--- config.mk ---
export PLATFORM = sky130hd
export DESIGN_NAME = ram_pm_rd_ctrl
export DESIGN_NICKNAME = d
export VERILOG_FILES = /design/src/hw/ram_pm_pkg.sv /design/src/hw/ram_pm_rd_ctrl.sv
export SDC_FILE = /design/constraint.sdc
export NUM_CORES = 1
export LEC_CHECK = 0
export ABC_AREA = 1
export BUFFER_PORTS_ARGS = -buffer_cell sky130_fd_sc_hd__buf_4
export CAP_MARGIN = 0
export CORE_MARGIN = 4
export CORE_UTILIZATION = 45
export DETAILED_ROUTE_END_ITERATION = 10
export PLACE_DENSITY = 0.93
export SLEW_MARGIN = 15
export SYNTH_ARGS = -nofsm -noshare
export SYNTH_HDL_FRONTEND = slang
export SYNTH_SLANG_ARGS = --single-unit
--- constraint.sdc ---
create_clock -name clk -period 7.4 [get_ports clk]
set_input_delay 0.37 -clock clk [delete_from_list [all_inputs] [get_ports clk]]
set_output_delay 0.37 -clock clk [all_outputs]
set_load 0.01 [all_outputs]
--- src/hw/ram_pm_pkg.sv ---
`default_nettype none

package ram_pm_pkg;

    // Write width, encodings follow the processor's load/store unit
    typedef enum logic [1:0] {
        SIZE_BYTE  = 2'd0,
        SIZE_WORD  = 2'd1,
        SIZE_DWORD = 2'd2   // 2'd3 is unused and rejected as misaligned
    } access_size_t;

    // Storage element
    localparam int BYTE_W = 8;

    // Lane counts on the data buses
    localparam int WORD_BYTES  = 4;
    localparam int DWORD_BYTES = 8;

    localparam int WORD_W  = WORD_BYTES * BYTE_W;   // Upper half of the read bus starts here
    localparam int DWORD_W = DWORD_BYTES * BYTE_W;

    // Low address bits that must be zero for an aligned access
    localparam int WORD_OFS_BITS  = $clog2(WORD_BYTES);
    localparam int DWORD_OFS_BITS = $clog2(DWORD_BYTES);

    // Peripheral configuration bytes at the bottom of the address space
    localparam int RESERVED_COUNT = 4;

    // Reset values, index 0 is address 0
    //   0x00  port A
    //   0x01  port B
    //   0x02  UART RX config
    //   0x03  UART TX config
    localparam logic [RESERVED_COUNT-1:0][BYTE_W-1:0] RESERVED_DEFAULT = {
        8'h8F,
        8'h23,
        8'h00,
        8'h00
    };

endpackage

`default_nettype wire

--- src/hw/ram_pm_rd_ctrl.sv ---
`timescale 1ns/1ps
`default_nettype none

module ram_pm_rd_ctrl #(
    parameter int ADDR_DEPTH = 256
) (
    input  wire                             clk,
    input  wire                             rst_n,

    // Request channel
    input  wire                             rd_valid_i,
    output logic                            rd_ready_o,
    input  wire [$clog2(ADDR_DEPTH)-1:0]    rd_addr_i,

    // Response channel
    input  wire                             rd_resp_ready_i,
    output logic                            rd_resp_valid_o,
    output logic [ram_pm_pkg::DWORD_W-1:0]  rd_data_o,
    output logic                            rd_invalid_o,
    output logic                            rd_overflow_o,

    // Array side
    output logic [$clog2(ADDR_DEPTH)-1:0]   rd_addr_o,
    input  wire [ram_pm_pkg::DWORD_W-1:0]   rd_dword_i
);

    localparam int AW = $clog2(ADDR_DEPTH);

    typedef enum logic [1:0] {
        RD_IDLE,
        RD_FETCH,   // Address buffered, array output settles
        RD_HOLD     // Response on the bus
    } rd_state_t;

    rd_state_t                      state_q;
    logic                           accept;
    logic [AW-1:0]                  addr_q;
    logic [ram_pm_pkg::DWORD_W-1:0] data_q;
    logic                           invalid_q;
    logic                           overflow_q;

    // No new address while a fetch is in flight, so the snapshot edge stays fixed
    assign rd_ready_o = (state_q == RD_IDLE) || (state_q == RD_HOLD && rd_resp_ready_i);
    assign accept     = rd_valid_i && rd_ready_o;

    always_ff @(posedge clk or negedge rst_n) begin
        if (!rst_n) begin
            state_q <= RD_IDLE;
        end else begin
            case (state_q)
                RD_IDLE:  if (accept) state_q <= RD_FETCH;
                RD_FETCH: state_q <= RD_HOLD;
                RD_HOLD: begin
                    if (rd_resp_ready_i) begin
                        state_q <= accept ? RD_FETCH : RD_IDLE;  // Back-to-back reads
                    end
                end
                default:  state_q <= RD_IDLE;
            endcase
        end
    end

    always_ff @(posedge clk) begin
        if (accept) begin
            addr_q <= rd_addr_i;
        end
        if (state_q == RD_FETCH) begin
            data_q     <= rd_dword_i;
            invalid_q  <= |addr_q[ram_pm_pkg::WORD_OFS_BITS-1:0];
            overflow_q <= (addr_q == AW'(ADDR_DEPTH - ram_pm_pkg::WORD_BYTES));
        end
    end

    assign rd_addr_o       = addr_q;
    assign rd_resp_valid_o = (state_q == RD_HOLD);
    assign rd_data_o       = data_q;
    assign rd_invalid_o    = invalid_q;
    assign rd_overflow_o   = overflow_q;

endmodule

`default_nettype wire

-- Yosys cells after proc, flatten, opt, wreduce, memory -nomap -nowiden
Cells that the tools add are included.
- bits in latches: 0
- register bits: 76
- input port bits: 76
- memory bits (writable): 0
- memories: 0
- output and inout port bits: 76
- ROM bits: 0
- add/subtract/negate cells: 0
- multipliers: 0
- bitwise operators: 0
- $lt $le $gt $ge: 0
- shift-type cells: 0
- reductions and logical operators: 6
- div/mod/pow operators: 0
- equality and inequality tests: 5
- mux-type cells: 4
- operators with widths (operator ; count):
    $eq 8x8->1 const B ; 1
    $pmux 2 s3 ; 1
    $mux 2 ; 2
    $ne 2x2->1 const B ; 2
    $eq 2x1->1 const B ; 1
    $eq 2x2->1 const B ; 1
    $logic_and 1x1->1 ; 2
    $logic_not 2->1 ; 1
    $reduce_and 2->1 ; 1
    $reduce_or 2->1 ; 1
    $logic_or 1x1->1 ; 1
    $mux 1 ; 1

-- Longest topological paths before layout
- depth after elaboration: 7
- mapped depth: 4
- gate-level depth less buffers: 4

-- Worst setup path after synthesis
No wires, ideal clock.
- path kind: register to register
- from: register state_q[1]
- to: register data_q (netlist bit rd_data_o[0]), enable pin
- path slack: 3729 ps
- cell stages (with the launch flop): 2
- setup time: 490 ps
- arrival: 3181 ps
- path through: dfrtp_1 > nor2_1
- longest elaborated chain between the ends: 1
- RTL lines (what ; line ; RTL):
    start, declared ; ram_pm_rd_ctrl.sv:35 ; rd_state_t state_q;
    start signal, assigned ; ram_pm_rd_ctrl.sv:55 ; state_q <= accept ? RD_FETCH : RD_IDLE;
    $eq 2x1->1 ; ram_pm_rd_ctrl.sv:67 ; if (state_q == RD_FETCH) begin
    end signal, assigned ; ram_pm_rd_ctrl.sv:68 ; data_q <= rd_dword_i;
    end, declared ; ram_pm_rd_ctrl.sv:38 ; logic [ram_pm_pkg::DWORD_W-1:0] data_q;
Every way passes these cells.
A chain may end at the register's enable or synchronous reset.

-- Worst setup path in the final report
- from: register state_q[1]
- to: register data_q (netlist bit rd_data_o[49]), enable pin
The elaborated chain is that of the path after synthesis.

==> out/metrics.yaml <==
period_share: 0.216
synthSimpleGateAreaFrac: 0.0248
peakVddDrop_uv: 204
hold_viol_final: 0
max_freq_ghz: 0.625
clock_sinks: 76
nets: 340
ys_warn_count: 0
layout-drive-gt1-share: 0.627
synthDistinctLibCells: 9
synthMuxAreaShare: 0
leakagePower_nw: 1.65
p_sw_mw: 0.222
drt_pre_antenna_iters: 4
worstRegToRegCells: 2
min_period_ns: 1.60
rsz0062_at_grt: "no"
min_to: "rd_data_o[9]"
cp_slowest_stage_delay_ns: 0.63
min_from: "rd_dword_i[9]"
nFillCells: 292
gp_congestion: 0.740
portBuffers: 151
place_inst: 322
synth_fa_ha_area_frac: 0
clock_skew_ns: 0.00814
drtIter0Drc: 50
ff_latch_area_mm2: 0.00227
clk_pin_slew_ns: 0.08
power_frac_seq: 0.503
worst_slew_pin_slew_ns: 0.800
worstPathCellList: "nor2_4 > buf_4"
reg2reg_slack_ns: 5.80
timing.max_cap.violations: 0
critical_path_required_ns: 7.35
reg2reg_to: "rd_data_o[49]"
cts-htree-levels: 3
insertedDiodeCount: 0
grt_pass1_wl_um: 7580
setup_tns_ns: 0
synth_top_family_by_area: "simple AND/OR/NAND/NOR gates"
reg2reg_from: "state_q[1]"
die_area_mm2: 0.00649
holdPathStages: 1
synthCells: 100
gr-total-overflow: 0
synth_compound_area_frac: 0.00211
whs_ns: 0.211
outcome: "finished, final reports clean"
arrival_ns: 1.55
worstPathMaxFanout: 66
seq_area_frac_synth: 0.959
dp_hpwl_um: 4130
cts_resized: 0
slew_violations: 0
final-setup-viol-count: 0
antenna_found_initial: 0
synth-seq-cells: 76
end_kind: "flop"
synth_xor_area_frac: 0
initial_core_util: 0.464
drc: 0
path_delay_family: "buffers and inverters"
cts_tree: "done"
critPathSlowestCell: "buf_4"
grt_start_max_net_pins: 67
coreArea_mm2: 0.00511
io_pins: 152
pwr-share-comb: 0.134
worstSetupPathType: "reg2reg"
multi_input_area_um2: 71.3
clock_power_share: 0.363
cts_buffer_depth: 2
fp-row-count: 26
viasPerCell: 4.38
netlist_area_mm2: 0.00237
die_h_um: 80.6
die_w_um: 80.6
clk_root_buffer_cell: "clkbuf_8"
synth.avg_cell_area_um2: 23.7
synth_nets: 176
swShare: 0.206
grt_pass1_vias: 1546
p_int_mw: 0.857
num_vias: 1482
powerDensity_mw_per_mm2: 279
syn_to_final_growth_pct: 63.2
hold_path_class: "in2reg"
cts_buffers: 9
start_kind: "flop"
slew_headroom: 0.467
finalNonFillerCells: 338
wirelength_um: 5490
clock_latency_ns: 0.33
drt-wirelength-per-cell_um: 16.2
antenna_left: 0
grt_usage: 0.167
cp_num_buf_inv: 1
-- through the flow --
stage / power, mW / setup WS, ns / utilization / instance area, um^2
after global routing: 1.12 / 5.72 / 0.757 / 3870
after CTS: 1.09 / 5.81 / 0.757 / 3870
final: 1.08 / 5.80 / 0.757 / 3870
after detailed placement: 0.698 / 5.82 / 0.706 / 3610
after global placement: 0.692 / 5.86 / 0.706 / 3610
after floorplan: 0.599 / 3.73 / - / 2370
-- layer usage --
layer  global-route usage  wire length (um)  vias to the layer above
li1                     -                 -                      697
met1                0.156              1690                      709
met2                0.315              3280                       69
met3               0.0561               440                        7
met4               0.0861                74                        0
met5                    0                 0                        -
-- state kept, by name, indices dropped and copies added, names as in the netlist --
signal	cells
state_q	2
rd_invalid_o	1
rd_addr_o	8
rd_data_o	64
rd_overflow_o	1
-- kinds of logic after synthesis --
kind of cell    after synthesis
simple gates                 14
flops                        76
buf+inv                       9
compound gates                1
-- final cells by class --
cell class,instances,area share
multi-input combinational,15,0.0184
sequential,76,0.588
tap,70,0.0226
inverter,9,0.00874
clock inverter,6,0.0330
timing repair buffer,153,0.298
clock buffer,9,0.0320
-- repair_timing --
| action | in CTS | in global routing |
|---|---|---|
| hold endpoints to repair | 2 | 0 |
| hold buffers | 1 | 0 |
| setup buffers | 0 | 0 |
| endpoints found under the setup margin | 0 | 0 |
-- layout by cell type (no fill, tap or decap) --
cell type,instances
nor2_1,4
clkbuf_8,9
clkinv_1,2
o21ai_0,1
nor2_4,1
buf_4,152
dlygate4sd3_1,1
nand3_1,1
nor2_2,1
dfrtp_1,2
inv_1,9
bufinv_16,4
nand2_2,1
edfxtp_1,74
nand2_1,6
-- power by group through the flow --
stage | Sequential, mW | Clock [mW] | Combinational [mW]
2_1_floorplan | 0.575 | 0 | 0.0247
3_3_place_gp | 0.550 | 0 | 0.143
3_5_place_dp | 0.553 | 0 | 0.146
4_1_cts | 0.544 | 0.398 | 0.147
5_1_grt | 0.546 | 0.419 | 0.155
6_report | 0.543 | 0.392 | 0.145
-- how the worst max path moves through the flow --
stage / startpoint / endpoint / slack (ns) / cells past startpoint
CTS: state_q[1] / rd_data_o[25] / 5.81 / 2
global placement: state_q[1] / rd_data_o[27] / 5.86 / 2
detailed placement: state_q[1] / rd_data_o[52] / 5.82 / 2
floorplan: state_q[1] / rd_data_o[0] / 3.73 / 1
global route: state_q[0] / rd_data_o[49] / 5.72 / 3
finish: state_q[1] / rd_data_o[49] / 5.80 / 2
-- synth_stat cells (all sizes together) --
library cell	count	share of area
nand3	1	0.0021
dfrtp	2	0.021
edfxtp	74	0.94
inv	9	0.014
o21ai	1	0.0021
nor2	6	0.011
nand2	7	0.012
Note: power is estimated with default switching activity, not from simulation.
