[config.mk]
export PLATFORM = sky130hd
export DESIGN_NAME = ram_pm_wr_ctrl_flat
export DESIGN_NICKNAME = d
export VERILOG_FILES = /design/src/hw/ram_pm_pkg.sv /design/src/hw/ram_pm_wr_if.sv /design/src/hw/ram_pm_wr_ctrl.sv /design/src/flat_wrapper.sv
export SDC_FILE = /design/constraint.sdc
export NUM_CORES = 1
export LEC_CHECK = 0
export ABC_AREA = 1
export BUFFER_PORTS_ARGS = -buffer_cell sky130_fd_sc_hd__buf_2
export CAP_MARGIN = 10
export CORE_AREA = 8 8 91 93
export CTS_CLUSTER_SIZE = 16
export DETAILED_ROUTE_END_ITERATION = 8
export DIE_AREA = 0 0 99 101
export PLACE_DENSITY_LB_ADDON = 0.25
export SLEW_MARGIN = 10
export SYNTH_ARGS = -nofsm -noshare
export SYNTH_HDL_FRONTEND = slang
export SYNTH_SLANG_ARGS = --single-unit
[constraint.sdc]
create_clock -name clk -period 2.35 [get_ports clk]
set_input_delay 0.1175 -clock clk [delete_from_list [all_inputs] [get_ports clk]]
set_output_delay 0.1175 -clock clk [all_outputs]
set_load 0.1 [all_outputs]
[src/hw/ram_pm_pkg.sv]
`default_nettype none

package ram_pm_pkg;

    // Write width, encodings follow the processor's load/store unit
    typedef enum logic [1:0] {
        SIZE_BYTE  = 2'd0,
        SIZE_WORD  = 2'd1,
        SIZE_DWORD = 2'd2   // 2'd3 is unused and rejected as misaligned
    } access_size_t;

    // Storage element
    localparam int BYTE_W = 8;

    // Lane counts on the data buses
    localparam int WORD_BYTES  = 4;
    localparam int DWORD_BYTES = 8;

    localparam int WORD_W  = WORD_BYTES * BYTE_W;   // Upper half of the read bus starts here
    localparam int DWORD_W = DWORD_BYTES * BYTE_W;

    // Low address bits that must be zero for an aligned access
    localparam int WORD_OFS_BITS  = $clog2(WORD_BYTES);
    localparam int DWORD_OFS_BITS = $clog2(DWORD_BYTES);

    // Peripheral configuration bytes at the bottom of the address space
    localparam int RESERVED_COUNT = 4;

    // Reset values, index 0 is address 0
    //   0x00  port A
    //   0x01  port B
    //   0x02  UART RX config
    //   0x03  UART TX config
    localparam logic [RESERVED_COUNT-1:0][BYTE_W-1:0] RESERVED_DEFAULT = {
        8'h8F,
        8'h23,
        8'h00,
        8'h00
    };

endpackage

`default_nettype wire

[src/hw/ram_pm_wr_if.sv]
`timescale 1ns/1ps
`default_nettype none

// One checked write command, write controller to storage array
interface ram_pm_wr_if #(
    parameter int ADDR_DEPTH = 256
);

    localparam int AW = $clog2(ADDR_DEPTH);

    logic                              wr_en;  // Single-cycle strobe per aligned write
    logic [AW-1:0]                     addr;
    ram_pm_pkg::access_size_t          size;
    logic [ram_pm_pkg::DWORD_W-1:0]    data;   // Little endian, byte 0 in [7:0]

    modport ctrl (
        output wr_en,
        output addr,
        output size,
        output data
    );

    modport array (
        input wr_en,
        input addr,
        input size,
        input data
    );

endinterface

`default_nettype wire

[src/hw/ram_pm_wr_ctrl.sv]
`timescale 1ns/1ps
`default_nettype none

module ram_pm_wr_ctrl #(
    parameter int ADDR_DEPTH = 256
) (
    input  wire                                clk,
    input  wire                                rst_n,

    // Request channel
    input  wire                                wr_valid_i,
    output logic                               wr_ready_o,
    input  wire [$clog2(ADDR_DEPTH)-1:0]       wr_addr_i,
    input  wire ram_pm_pkg::access_size_t      wr_size_i,
    input  wire [ram_pm_pkg::DWORD_W-1:0]      wr_data_i,

    // Response channel
    output logic                               wr_resp_valid_o,
    input  wire                                wr_resp_ready_i,
    output logic                               wr_err_o,

    ram_pm_wr_if.ctrl                          cmd
);

    localparam int AW = $clog2(ADDR_DEPTH);

    logic                           accept;
    logic                           misaligned;

    logic                           wr_en_q;
    logic [AW-1:0]                  addr_q;
    ram_pm_pkg::access_size_t       size_q;
    logic [ram_pm_pkg::DWORD_W-1:0] data_q;

    logic                           pend_q;        // Accepted, response not yet built
    logic                           pend_err_q;
    logic                           resp_valid_q;
    logic                           resp_err_q;

    // Free slot, or the held response leaves this cycle
    assign wr_ready_o = !resp_valid_q || wr_resp_ready_i;
    assign accept     = wr_valid_i && wr_ready_o;

    always_comb begin
        case (wr_size_i)
            ram_pm_pkg::SIZE_BYTE:  misaligned = 1'b0;
            ram_pm_pkg::SIZE_WORD:  misaligned = |wr_addr_i[ram_pm_pkg::WORD_OFS_BITS-1:0];
            ram_pm_pkg::SIZE_DWORD: misaligned = |wr_addr_i[ram_pm_pkg::DWORD_OFS_BITS-1:0];
            default:                misaligned = 1'b1;
        endcase
    end

    always_ff @(posedge clk or negedge rst_n) begin
        if (!rst_n) begin
            wr_en_q      <= 1'b0;
            pend_q       <= 1'b0;
            resp_valid_q <= 1'b0;
        end else begin
            wr_en_q <= accept && !misaligned;  // Storage updates one edge later
            if (wr_ready_o) begin
                resp_valid_q <= pend_q;
            end
            if (accept) begin
                pend_q <= 1'b1;
            end else if (wr_ready_o) begin
                pend_q <= 1'b0;
            end
        end
    end

    always_ff @(posedge clk) begin
        if (accept) begin
            addr_q     <= wr_addr_i;
            size_q     <= wr_size_i;
            data_q     <= wr_data_i;
            pend_err_q <= misaligned;
        end
        if (wr_ready_o && pend_q) begin
            resp_err_q <= pend_err_q;
        end
    end

    assign cmd.wr_en = wr_en_q;
    assign cmd.addr  = addr_q;
    assign cmd.size  = size_q;
    assign cmd.data  = data_q;

    assign wr_resp_valid_o = resp_valid_q;
    assign wr_err_o        = resp_err_q;

endmodule

`default_nettype wire

[src/flat_wrapper.sv]
// flat-port wrapper written by rule: the top's interface ports become plain ports
module ram_pm_wr_ctrl_flat 
#(
    parameter int ADDR_DEPTH = 256
)
  (clk, rst_n, wr_valid_i, wr_ready_o, wr_addr_i, wr_size_i, wr_data_i, wr_resp_valid_o, wr_resp_ready_i, wr_err_o, cmd_wr_en, cmd_addr, cmd_size, cmd_data);
  ram_pm_wr_if #(.ADDR_DEPTH(ADDR_DEPTH)) cmd_i ();
  input  wire clk;
  input  wire rst_n;
  input  wire wr_valid_i;
  output logic wr_ready_o;
  input  wire [$clog2(ADDR_DEPTH)-1:0] wr_addr_i;
  input  wire ram_pm_pkg::access_size_t wr_size_i;
  input  wire [ram_pm_pkg::DWORD_W-1:0] wr_data_i;
  output logic wr_resp_valid_o;
  input  wire wr_resp_ready_i;
  output logic wr_err_o;
  output wire logic [$bits(cmd_i.wr_en)-1:0] cmd_wr_en;
  output wire logic [$bits(cmd_i.addr)-1:0] cmd_addr;
  output wire logic [$bits(cmd_i.size)-1:0] cmd_size;
  output wire logic [$bits(cmd_i.data)-1:0] cmd_data;
  assign cmd_wr_en = cmd_i.wr_en;
  assign cmd_addr = cmd_i.addr;
  assign cmd_size = cmd_i.size;
  assign cmd_data = cmd_i.data;
  ram_pm_wr_ctrl #(.ADDR_DEPTH(ADDR_DEPTH)) u_core (.clk(clk), .rst_n(rst_n), .wr_valid_i(wr_valid_i), .wr_ready_o(wr_ready_o), .wr_addr_i(wr_addr_i), .wr_size_i(wr_size_i), .wr_data_i(wr_data_i), .wr_resp_valid_o(wr_resp_valid_o), .wr_resp_ready_i(wr_resp_ready_i), .wr_err_o(wr_err_o), .cmd(cmd_i));
endmodule
Word-level counts from Yosys, hierarchy flattened. Cells that the tools add are included.

Memories kept: 0. Bits in read-only memories: 0. Output and inout port bits: 78. Word-level logic and storage cells: 23. Bits in latches: 0. Memory bits (writable): 0. Register bits: 79.

Bitwise logic cells: 0. Eq/ne operators: 2. Shifts and indexed selects: 0. Multipliers: 0. Divide/modulo/power cells: 0. Reduce and logical (&&, ||, !) cells: 10. Muxes and demuxes: 3. Magnitude comparators: 0. $add $sub $neg: 0.

Operators by type and width (count): $logic_and A1 B1 Y1 (3); $pmux W1 S3 (1); $reduce_or A3 Y1 (1); $eq A2 B1 Y1 const B (1); $eq A2 B2 Y1 const B (1); $logic_not A1 Y1 (2); $logic_not A2 Y1 (1); $mux W1 (2); $reduce_bool A2 Y1 (1); $reduce_or A2 Y1 (1); $logic_or A1 B1 Y1 (1).

Depth between registers and ports, before layout. Gate-level depths: netlist (run 1).

Depth in word-level cells: 4. Depth in mapped cells: 5. Gate-level depth less buffers: 5.

Least setup slack after synthesis (run 1). Ideal clock, no wire load.

Kind: reg2reg. From: reg u_core.resp_valid_q (netlist: u_core.wr_resp_valid_o). To: reg u_core.addr_q[0] (netlist: u_core.cmd.addr[0]), enable pin. Library setup time: 0.429 ns. Stages on the path, launching flop included: 4. Slack: -0.890 ns. Buffers on the path: 0. Period minus slack after synthesis: 3.240 ns. Arrival: 2.812 ns. Path through: dfrtp_1 -> nand2_4 -> nand2_2 -> inv_1.

Cells in the longest elaborated chain, start to end: 3.

RTL lines: start: declaration (line ram_pm_wr_ctrl.sv:37) `logic resp_valid_q;`; start signal: assignment (line ram_pm_wr_ctrl.sv:61) `resp_valid_q <= pend_q;`; $logic_not A1 Y1 (line ram_pm_wr_ctrl.sv:41) `assign wr_ready_o = !resp_valid_q || wr_resp_ready_i;`; $logic_or A1 B1 Y1 (line ram_pm_wr_ctrl.sv:41); net wr_ready_o (line flat_wrapper.sv:11) `output logic wr_ready_o;`; $logic_and A1 B1 Y1 (line ram_pm_wr_ctrl.sv:42) `assign accept = wr_valid_i && wr_ready_o;`; net u_core.accept (line ram_pm_wr_ctrl.sv:27) `logic accept;`; end signal: assignment (line ram_pm_wr_ctrl.sv:73) `addr_q <= wr_addr_i;`; end: declaration (line ram_pm_wr_ctrl.sv:31) `logic [AW-1:0] addr_q;`.

The timed path passes the listed nets, and every way through them passes these cells. A chain may end at the register's enable or synchronous reset.

Worst setup path in the final report (run 1).
From: reg u_core.resp_valid_q (netlist: u_core.wr_resp_valid_o). To: out wr_ready_o.

Cells in the longest elaborated chain, start to end: 2.

RTL lines (line): $logic_not A1 Y1 (ram_pm_wr_ctrl.sv:41); $logic_or A1 B1 Y1 (ram_pm_wr_ctrl.sv:41); end: declaration (flat_wrapper.sv:11).

Every way passes these cells.

==> summary.md, run 1 <==
| Metric | Value |
|---|---|
| Relative slew slack | 66.0% |
| Most common cell in the synthesized netlist | edfxtp_1 |
| Clock skew | 0.00612 ns |
| IO Port Bufs | 155 |
| Drt via density | 4.11 |
| Die height | 101 um |
| Nets | 417 |
| Max-cap violations | 0 |
| # setup viols final | 0 |
| Die width | 99 um |
| CP Capture Type | output pin |
| Synth warnings | 0 |
| # DRC | 0 |
| Final min period | 1.47 ns |
| Period utilization | 62.6% |
| CTS tree | built |
| Antenna-violating nets left | 0 |
| Gr usage total | 13.7% |
| Reg2reg start | u_core.wr_resp_valid_o |
| Status | complete, no violations |
| DP Area | 0.00336 mm2 |
| Clk root buf | clkbuf_8 |
| Commonest register cell after synthesis | edfxtp_1 |
| RSZ-0062 raised after global routing | false |
| CP arrival | 1.35 ns |
| GP Congestion | 0.673 |
| Worst-path cell chain | nand2_8, buf_2 |
| Worst setup endpoint | wr_ready_o |
| Via count | 1,749 |
| Peak Freq | 680 MHz |
| Leak | 1.86 nW |
| P&R area growth vs syn | 77.4% |
| Post-synthesis register bit count | 79 |
| Grt ovf | 0 |
| CP Class | flop to output pin |
| Syn Inst Count | 97 |
| Worst path bufs/invs | 1 |
| Slowest-stage cell, CP | dfrtp_4 |
| First-pass GRT wire length | 10,300 um |
| Max incr delay on CP | 0.51 ns |
| HP Class | input pin to flop |
| Placement Rows | 31 |
| Least-Margin Pin Slew | 0.513 ns |
| Placed Instances | 335 |
| Synth Net Count | 175 |
| Starting Density | 35.2% |
| Dominant cell type by area after synthesis | edfxtp_1 |
| # fillers | 513 |
| Synth top cells by count | edfxtp_1 (76), inv_1 (6), nand2_1 (4) |
| Drt first pass iters | 5 |
| Antenna violations before repair | 0 |
| Max FO, Critical Path | 4 |
| WL final | 6690 um |
| Drt initial violations | 57 |
| Share of cells above drive strength 1 | 51.7% |
| Cts bufs inserted | 9 |
| Maximum VDD drop | 0.516 mV |
| Power density over the cells | 861 mW/mm2 |
| Multi-input logic area | 73.8 um2 |
| Cells on worst reg2reg path | 4 |
| Clock sinks | 79 |
| Overall Power | 0.00373 W |
| IO Pins | 156 |
| Skew-Pair Late Insertion Delay | 0.34 ns |
| Sequential share of the synthesized area | 96.5% |
| Final instance area | 0.00433 mm2 |
| Core Box Area | 0.00694 mm2 |
| CP delay by family, top | flip-flops |
| Max-slew violations | 0 |
| CP Launch Type | flop |
| Async set-reset flop share out of synthesis | 3.80% |
| Synth unique cells | 10 |
| ANT cells | 0 |
| Die area | 0.0100 mm2 |
| Cts repair resizes | 0 |
| WP data required | 2.23 ns |
| Largest cells by area after synthesis | edfxtp_1 (93%), dfrtp_1 (3.1%), inv_1 (0.92%), nand2_1 (0.61%), nand2_2 (0.51%) |
| Depth of the CTS H-tree | 3 |
| Final Non-Filler Cells | 426 |
| Routed wire length per instance | 15.7 um |
| Area fraction of the dominant cell type after synthesis | 93.4% |
| Seq. cell area | 0.00236 mm2 |
| Number of flops mapped to enable cells by yosys | 76 |
| Clock buffer depth | 2 |
| Crit path launch | u_core.wr_resp_valid_o |
| Stages on worst setup path | 2 |
| FF-to-FF End | u_core.cmd.data[54] |
| Post-Syn Area | 0.00244 mm2 |
| Post-DP HPWL | 4270 um |
| Fin. Hold Viols | 0 |
| Largest net degree at the start of global routing | 76 |
| Reg2reg setup slack | 0.91 ns |
| Clk slew on worst S/H paths | 0.08 ns |
| Vias in the first global route | 1,996 |
| Synthesized area per cell | 25.2 um2 |
## how the worst min path moves through the flow
stage                    start               end  slack [ns]  cells after the start
floorplan                rst_n  u_core.cmd.wr_en       -0.18                      0
global placement         rst_n  u_core.cmd.wr_en       -0.08                      1
detailed placement       rst_n  u_core.cmd.wr_en       -0.08                      1
CTS                 wr_valid_i  u_core.cmd.wr_en        0.03                      3
global route        wr_valid_i  u_core.cmd.wr_en        0.02                      3
finish              wr_valid_i  u_core.cmd.wr_en        0.05                      3
## worst register-to-register path, stage by stage (launching register included)
cell	delay, ns
dfrtp_4	0.51
nand2_8	0.08
nand2_4	0.06
clkinvlp_4	0.07
buf_12	0.30
## what timing repair did
item                      in CTS  in global routing
hold buffers                  75                  0
buffers inserted               0                  0
hold endpoints to repair      77                  0
## layout make-up
type,instances,share of cell area [%]
Sequential cell,79,54.5
Timing Repair Buffer,231,35.7
Clock buffer,9,2.86
Tap cell,82,2.37
Clock inverter,7,2.22
Multi-Input combinational cell,11,1.70
Inverter,7,0.693
## cells in the final DEF, fill, tap and decap left out
| cell type | count |
|---|---|
| inv_6 | 1 |
| inv_2 | 1 |
| clkinv_1 | 1 |
| buf_2 | 155 |
| dlygate4sd3_1 | 75 |
| nand2_2 | 1 |
| edfxtp_1 | 76 |
| clkinv_4 | 1 |
| clkbuf_8 | 9 |
| nand2_8 | 1 |
| dfrtp_1 | 2 |
| inv_1 | 5 |
| dfrtp_4 | 1 |
| nand2_4 | 1 |
| a21oi_1 | 1 |
| nand2_1 | 4 |
| buf_12 | 1 |
| clkinvlp_4 | 3 |
| nor2_2 | 1 |
| bufinv_16 | 2 |
| o21ai_1 | 2 |
## kinds of logic (layout without fill, tap and decap cells)
group,after synthesis,count (layout),synth area share (%)
DFF,79,79,96.5
and+or+nand+nor,8,8,1.84
buffers and inverters,7,254,1.08
AOI/OAI and AO/OA,3,3,0.614
## metal layers
layer	GRT usage [%]	part of all wire (%)	wire [um]
met1	12.9	37	2470
met2	24.4	52	3480
met3	8.15	10	690
met4	3.90	0.78	52
met5	0	0	0
## stage by stage
stage / setup slack (ns) / hold slack, ns / setup TNS [ns] / utilization (%)
5_1_grt: 0.820 / 0.0238 / 0 / 62.4
3_3_place_gp: 0.951 / -0.0845 / 0 / 48.4
6_report: 0.878 / 0.0513 / 0 / 62.4
4_1_cts: 0.848 / 0.0258 / 0 / 62.4
3_5_place_dp: 0.921 / -0.0843 / 0 / 48.4
2_1_floorplan: -0.104 / -0.178 / -7.81 / -
## registers in the layout, summed over array words and instances, names as in the netlist
signal / flops
u_core.cmd.data: 64
u_core.cmd.size: 2
u_core.cmd.addr: 8
u_core.pend_err_q: 1
u_core.wr_resp_valid_o: 1
u_core.wr_err_o: 1
u_core.cmd.wr_en: 1
u_core.pend_q: 1
## where the power goes
part / switching (W) / internal (W) / total, W / leakage [nW]
clock network: 0.000480 / 0.000600 / 0.00108 / 0.103
registers: 0.0000252 / 0.00166 / 0.00169 / 0.760
logic: 0.000771 / 0.000196 / 0.000968 / 0.994
total: 0.00128 / 0.00246 / 0.00373 / 1.86
Note: power is estimated with default switching activity, not from simulation.
==> run 2, diff against run 1 <==
- CORE_AREA: 8 8 91 93 -> 8 8 87 89
- DIE_AREA: 0 0 99 101 -> 0 0 95 97
- clock period: 2.35 -> 1.5 ns (I/O delays scaled with it)
==> run 2 against run 1 <==
  * Utilization grew 7.5 points
  * Critical endpoint unchanged
  * Largest power group unchanged
  * Combinational power rose by 60%
  * Clock power grew 23%
  * Critical path depth did not move
  * Non-clock buffer count rose by 5
==> summary.md, run 2 (same netlist as run 1, synthesis figures left out) <==
| Metric | Value |
|---|---|
| Max incr delay on CP | 0.52 ns (about the same) |
| Clock buffer depth | 2 (unchanged) |
| Depth of the CTS H-tree | 3 (unchanged) |
| # DRC | 0 (unchanged) |
| Placed Instances | 334 (-0.30%) |
| Vias in the first global route | 2,008 (+0.60%) |
| Largest net degree at the start of global routing | 23 (-70%) |
| CP arrival | 1.35 ns (about the same) |
| Die width | 95 um (-4.0%) |
| Placement Rows | 29 (-6.5%) |
| CP Capture Type | output pin |
| Core Box Area | 0.00620 mm2 (-11%) |
| Cts repair resizes | 0 (unchanged) |
| Status | complete, no violations |
| Post-CTS Hold Fix Bufs | 76 (+1.3%) |
| WL final | 7130 um (+6.5%) |
| Least-Margin Pin Slew | 0.510 ns (-0.00355 ns) |
| Final min period | 1.43 ns |
| Share of cells above drive strength 1 | 51.9% (+0.12 points) |
| Nets | 422 (+1.2%) |
| Max-cap violations | 0 (unchanged) |
| Worst-path cell chain | nand2_8, buf_2 |
| Overall Power | 0.00553 W (+48%) |
| Relative slew slack | 66.3% (+0.23 points) |
| Slowest-stage cell, CP | dfrtp_4 |
| # fillers | 402 (-22%) |
| Cts bufs inserted | 9 (unchanged) |
| Flip-flop count of the largest register after layout | 64 (unchanged) |
| Postcts setup bufs | 0 (unchanged) |
| Antenna violations before repair | 1 (+1) |
| Routed wire length per instance | 16.7 um (+6.2%) |
| CP Class | flop to output pin |
| Grt ovf | 0 (unchanged) |
| Die area | 0.00922 mm2 (-7.8%) |
| P&R area growth vs syn | 77.7% |
| Leak | 1.86 nW (about the same) |
| Starting Density | 39.4% (+4.2 points) |
| Maximum VDD drop | 0.849 mV (+65%) |
| Worst path bufs/invs | 1 (unchanged) |
| Clock skew | 0.00693 ns (+0.000806 ns) |
| Gr usage total | 15.3% (+1.6 points) |
| RSZ-0062 raised after global routing | false |
| CTS tree | built |
| Clk root buf | clkbuf_8 |
| CP delay by family, top | flip-flops |
| Drt via density | 4.17 (+1.5%) |
| Peak Freq | 700 MHz |
| Post-DP HPWL | 4680 um (+9.5%) |
| Worst slack, placed | 0.105 ns (-0.816 ns) |
| IO Pins | 156 (unchanged) |
| GP Congestion | 0.688 (+2.3%) |
| Most common cell after layout, fill and taps aside | buf_2 |
| Final Non-Filler Cells | 427 (+0.23%) |
| IO Port Bufs | 155 (unchanged) |
| Die height | 97 um (-4.0%) |
| Drt first pass iters | 4 (-1) |
| Clk slew on worst S/H paths | 0.08 ns (about the same) |
| Drt initial violations | 69 (+21%) |
| HP Class | input pin to flop |
| Max FO, Critical Path | 4 (unchanged) |
| Power density over the cells | 1270 mW/mm2 (+48%) |
| CP Launch Type | flop |
| Period utilization | 95.2% |
| Via count | 1,780 (+1.8%) |
| Clock sinks | 79 (unchanged) |
| Max-slew violations | 0 (unchanged) |
| # setup viols final | 0 (unchanged) |
| Fin. Hold Viols | 0 (unchanged) |
| First-pass GRT wire length | 10,400 um (+1.4%) |
| WP data required | 1.42 ns (-0.81 ns) |
| Final setup TNS | 0 ns (unchanged) |
| Antenna-violating nets left | 0 (unchanged) |
| Skew-Pair Late Insertion Delay | 0.33 ns (about the same) |
| Final worst slack | 0.0723 ns (-0.806 ns) |
| Most frequent cells in the layout | buf_2 (155), dlygate4sd3_1 (76), edfxtp_1 (76) |
run 2: tightest hold or removal path: cells and delay by family:
kind | cells | cell delay, ns
buffers and inverters | 2 | 0.14
and+or+nand+nor | 2 | 0.12
run 2: final timing paths:
kind	startpoint	to	slack [ns]	cells past startpoint
worst max-delay path	u_core.wr_resp_valid_o	wr_ready_o	0.07	2
worst min-delay path	wr_resp_ready_i	u_core.wr_resp_valid_o	0.04	4
worst max register to register	u_core.wr_resp_valid_o	u_core.cmd.addr[6]	0.11	4
worst min register to register	u_core.pend_err_q	u_core.wr_err_o	0.44	0
max in group asynchronous	rst_n	u_core.wr_resp_valid_o	1.31	2
min in group asynchronous	rst_n	u_core.wr_resp_valid_o	0.07	2
run 2: cell type report:
cell class / count / area (um2) / area share (%)
diodes: 1 / 2.50 / 0.0576
clock buffers: 11 / 131 / 3.03
clock inverters: 5 / 35.0 / 0.807
inverters: 7 / 30.0 / 0.692
multi-input cells: 11 / 73.8 / 1.70
flip-flops and latches: 79 / 2360 / 54.4
well taps: 77 / 96.3 / 2.22
repair buffers: 236 / 1610 / 37.1
run 2: metal layers:
metal  global-route usage, %  part of all wire, %  up-vias
li1                        -                    -      863
met3                    10.7                   17        8
met5                       0                    0        -
met4                    6.37                  1.5        0
met2                    23.7                   47      116
met1                    15.3                   35      793
run 2: report_power, final:
| part | internal [W] | switching, W | total [W] |
|---|---|---|---|
| Combinational | 0.000332 | 0.00122 | 0.00155 |
| Clock | 0.000599 | 0.000735 | 0.00133 |
| Sequential | 0.00260 | 0.0000411 | 0.00264 |
run 2: stage by stage:
| step | hold WS, ns | utilization (%) | cell area, um2 |
|---|---|---|---|
| floorplan | -0.221 | - | 2460 |
| global route | 0.0356 | 70.0 | 4340 |
| CTS | 0.0324 | 69.9 | 4340 |
| detailed placement | -0.122 | 55.0 | 3410 |
| finish | 0.0447 | 70.0 | 4340 |
| global placement | -0.126 | 55.0 | 3410 |
==> run 3, diff against run 2 <==
- CELL_PAD_IN_SITES_DETAIL_PLACEMENT: not set -> 1
- CELL_PAD_IN_SITES_GLOBAL_PLACEMENT: not set -> 1
- CORE_AREA: 8 8 87 89 -> 8 8 96 98
- DIE_AREA: 0 0 95 97 -> 0 0 104 106
==> run 3 against run 2 <==
  * Count of clock-buffer cells in the layout rose by 2
  * Design area rose by 1.4%
  * Maximum frequency fell by 0.12%
  * Utilization fell by 14 points
  * Die area rose by 20%
  * Sequential power barely moved
  * Register-to-register slack improved by 0.05 ns
  * Total power rose by 8.4%
  * Combinational power barely moved
  * Clock power rose by 35%
  * Flip-flop and latch count did not move
  * Largest power group unchanged
==> summary.md, run 3 (same netlist as run 1, synthesis figures left out) <==
| Metric | Value |
|---|---|
| Least-Margin Pin Slew | 0.515 ns (+0.00504 ns) |
| Max incr delay on CP | 0.51 ns (about the same) |
| Post-DP HPWL | 5090 um (+8.8%) |
| WP data required | 1.42 ns (about the same) |
| DR top layer | met4 |
| Peak Freq | 700 MHz (-0.12%) |
| Met2 WL | 4640 um (+39%) |
| CP arrival | 1.35 ns (about the same) |
| Max-cap violations | 0 (unchanged) |
| Die height | 106 um (+9.3%) |
| Max FO, Critical Path | 4 (unchanged) |
| Slowest-stage cell, CP | dfrtp_4 |
| Clock buffer depth | 2 (unchanged) |
| Maximum VDD drop | 0.640 mV (-25%) |
| # DRC | 0 (unchanged) |
| Final setup TNS | 0 ns (unchanged) |
| Die width | 104 um (+9.5%) |
| IO Pins | 156 (unchanged) |
| Cts bufs inserted | 9 (unchanged) |
| CP Class | flop to output pin |
| Depth of the CTS H-tree | 3 (unchanged) |
| Routed wire length per instance | 17.3 um (+3.8%) |
| GP Congestion | 0.658 (-4.4%) |
| Worst Hold Depth | 3 (-1) |
| Drt via density | 4.04 (-3.0%) |
| CP Launch Type | flop |
| WL final | 7810 um (+9.7%) |
| Power density over the cells | 1360 mW/mm2 (+6.8%) |
| DRT met1 WL | 2490 um (about the same) |
| Vias in the first global route | 2,137 (+6.4%) |
| HP Class | input pin to flop |
| HP Start | wr_valid_i |
| Clock sinks | 79 (unchanged) |
| Period utilization | 95.3% (+0.12 points) |
| Most common cell after layout, fill and taps aside | buf_2 |
| Via count | 1,824 (+2.5%) |
| Worst Hold Endpoint | u_core.cmd.wr_en |
| Cts repair resizes | 0 (unchanged) |
| Clk slew on worst S/H paths | 0.07 ns (about the same) |
| Grt ovf | 0 (unchanged) |
| FF-to-FF End | u_core.cmd.addr[2] |
| Clk root buf | clkbuf_8 |
| IO Port Bufs | 155 (unchanged) |
| Crit path launch | u_core.wr_resp_valid_o |
| Gr usage total | 14.1% (-1.1 points) |
| Skew-Pair Late Insertion Delay | 0.34 ns (about the same) |
| Antenna violations before repair | 0 (-1) |
| Clock skew | 0.00699 ns (+0.0000687 ns) |
| P&R area growth vs syn | 80.2% |
| Antenna-violating nets left | 0 (unchanged) |
| Core Box Area | 0.00785 mm2 (+26%) |
| Nets | 419 (-0.71%) |
| RSZ-0062 raised after global routing | false |
| Status | complete, no violations |
| Die area | 0.0110 mm2 (+20%) |
| Share of cells above drive strength 1 | 52.0% (+0.16 points) |
| # setup viols final | 0 (unchanged) |
| Placement Rows | 33 (+14%) |
| Reg2reg start | u_core.wr_resp_valid_o |
| Relative slew slack | 65.9% (-0.33 points) |
| Most frequent cells in the layout | buf_2 (155), edfxtp_1 (76), dlygate4sd3_1 (75) |
| CP Capture Type | output pin |
| Flip-flop count of the largest register after layout | 64 (unchanged) |
| Postcts setup bufs | 0 (unchanged) |
| Leak | 1.89 nW (+1.6%) |
| Drt initial violations | 43 (-38%) |
| Drt first pass iters | 4 (unchanged) |
| ANT cells | 0 (-1) |
| Final min period | 1.43 ns (+0.00173 ns) |
| Worst-path cell chain | nand2_8, buf_2 |
| Largest net degree at the start of global routing | 32 (+39%) |
| Met3 routed wirelength | 547 um (-54%) |
| Reg2reg setup slack | 0.16 ns (+0.05 ns) |
| Fin. Hold Viols | 0 (unchanged) |
| Cells on worst reg2reg path | 4 (unchanged) |
| Overall Power | 0.00599 W (+8.4%) |
| Starting Density | 31.1% (-8.2 points) |
| CTS tree | built |
| Max-slew violations | 0 (unchanged) |
| First-pass GRT wire length | 11,800 um (+14%) |
-- run 3: how the worst max path moves through the flow --
stage | slack (ns) | endpoint
global route | 0.03 | wr_ready_o
finish | 0.07 | wr_ready_o
floorplan | -0.95 | u_core.cmd.addr[0]
global placement | 0.19 | u_core.cmd.data[35]
CTS | 0.05 | wr_ready_o
detailed placement | 0.17 | u_core.cmd.data[35]
-- run 3: per-stage QoR --
step	std cells	util [%]	hold slack, ns	worst slack, ns	instance area, um2
floorplan	97	-	-0.221	-0.954	2460
CTS	451	56.1	0.00468	0.0492	4400
global route	451	56.1	0.00863	0.0345	4400
detailed placement	360	43.6	-0.125	0.167	3420
global placement	360	43.6	-0.123	0.194	3420
finish	451	56.1	0.0207	0.0706	4400
-- run 3: power breakdown --
group	switching, W	internal, W
registers	0.0000409	0.00260
clock network	0.000727	0.00107
logic	0.00123	0.000320
-- run 3: repair_timing --
action	in CTS	in global routing
hold buffers	75	0
setup endpoints to repair	0	0
endpoints found under the hold margin	77	0
-- run 3: final cells by class --
type / count / area [um2]
clock buffer: 13 / 169
clock inverter: 3 / 65.1
fill: 813 / 3440
inverter: 7 / 30.0
multi-input combinational: 11 / 73.8
sequential: 79 / 2360
tap: 105 / 131
timing repair buffer: 233 / 1570
-- run 3: layer usage --
metal / GRT usage [%] / up-vias
li1: - / 855
met1: 11.9 / 885
met2: 28.6 / 70
met3: 5.14 / 14
met4: 6.41 / 0
met5: 0 / -
-- run 3: critical path, delay by kind of cell, from the launching register on --
| family | cells | cell delay, ns |
|---|---|---|
| buffers and inverters | 1 | 0.42 |
| DFF | 1 | 0.51 |
| and+or+nand+nor | 1 | 0.08 |
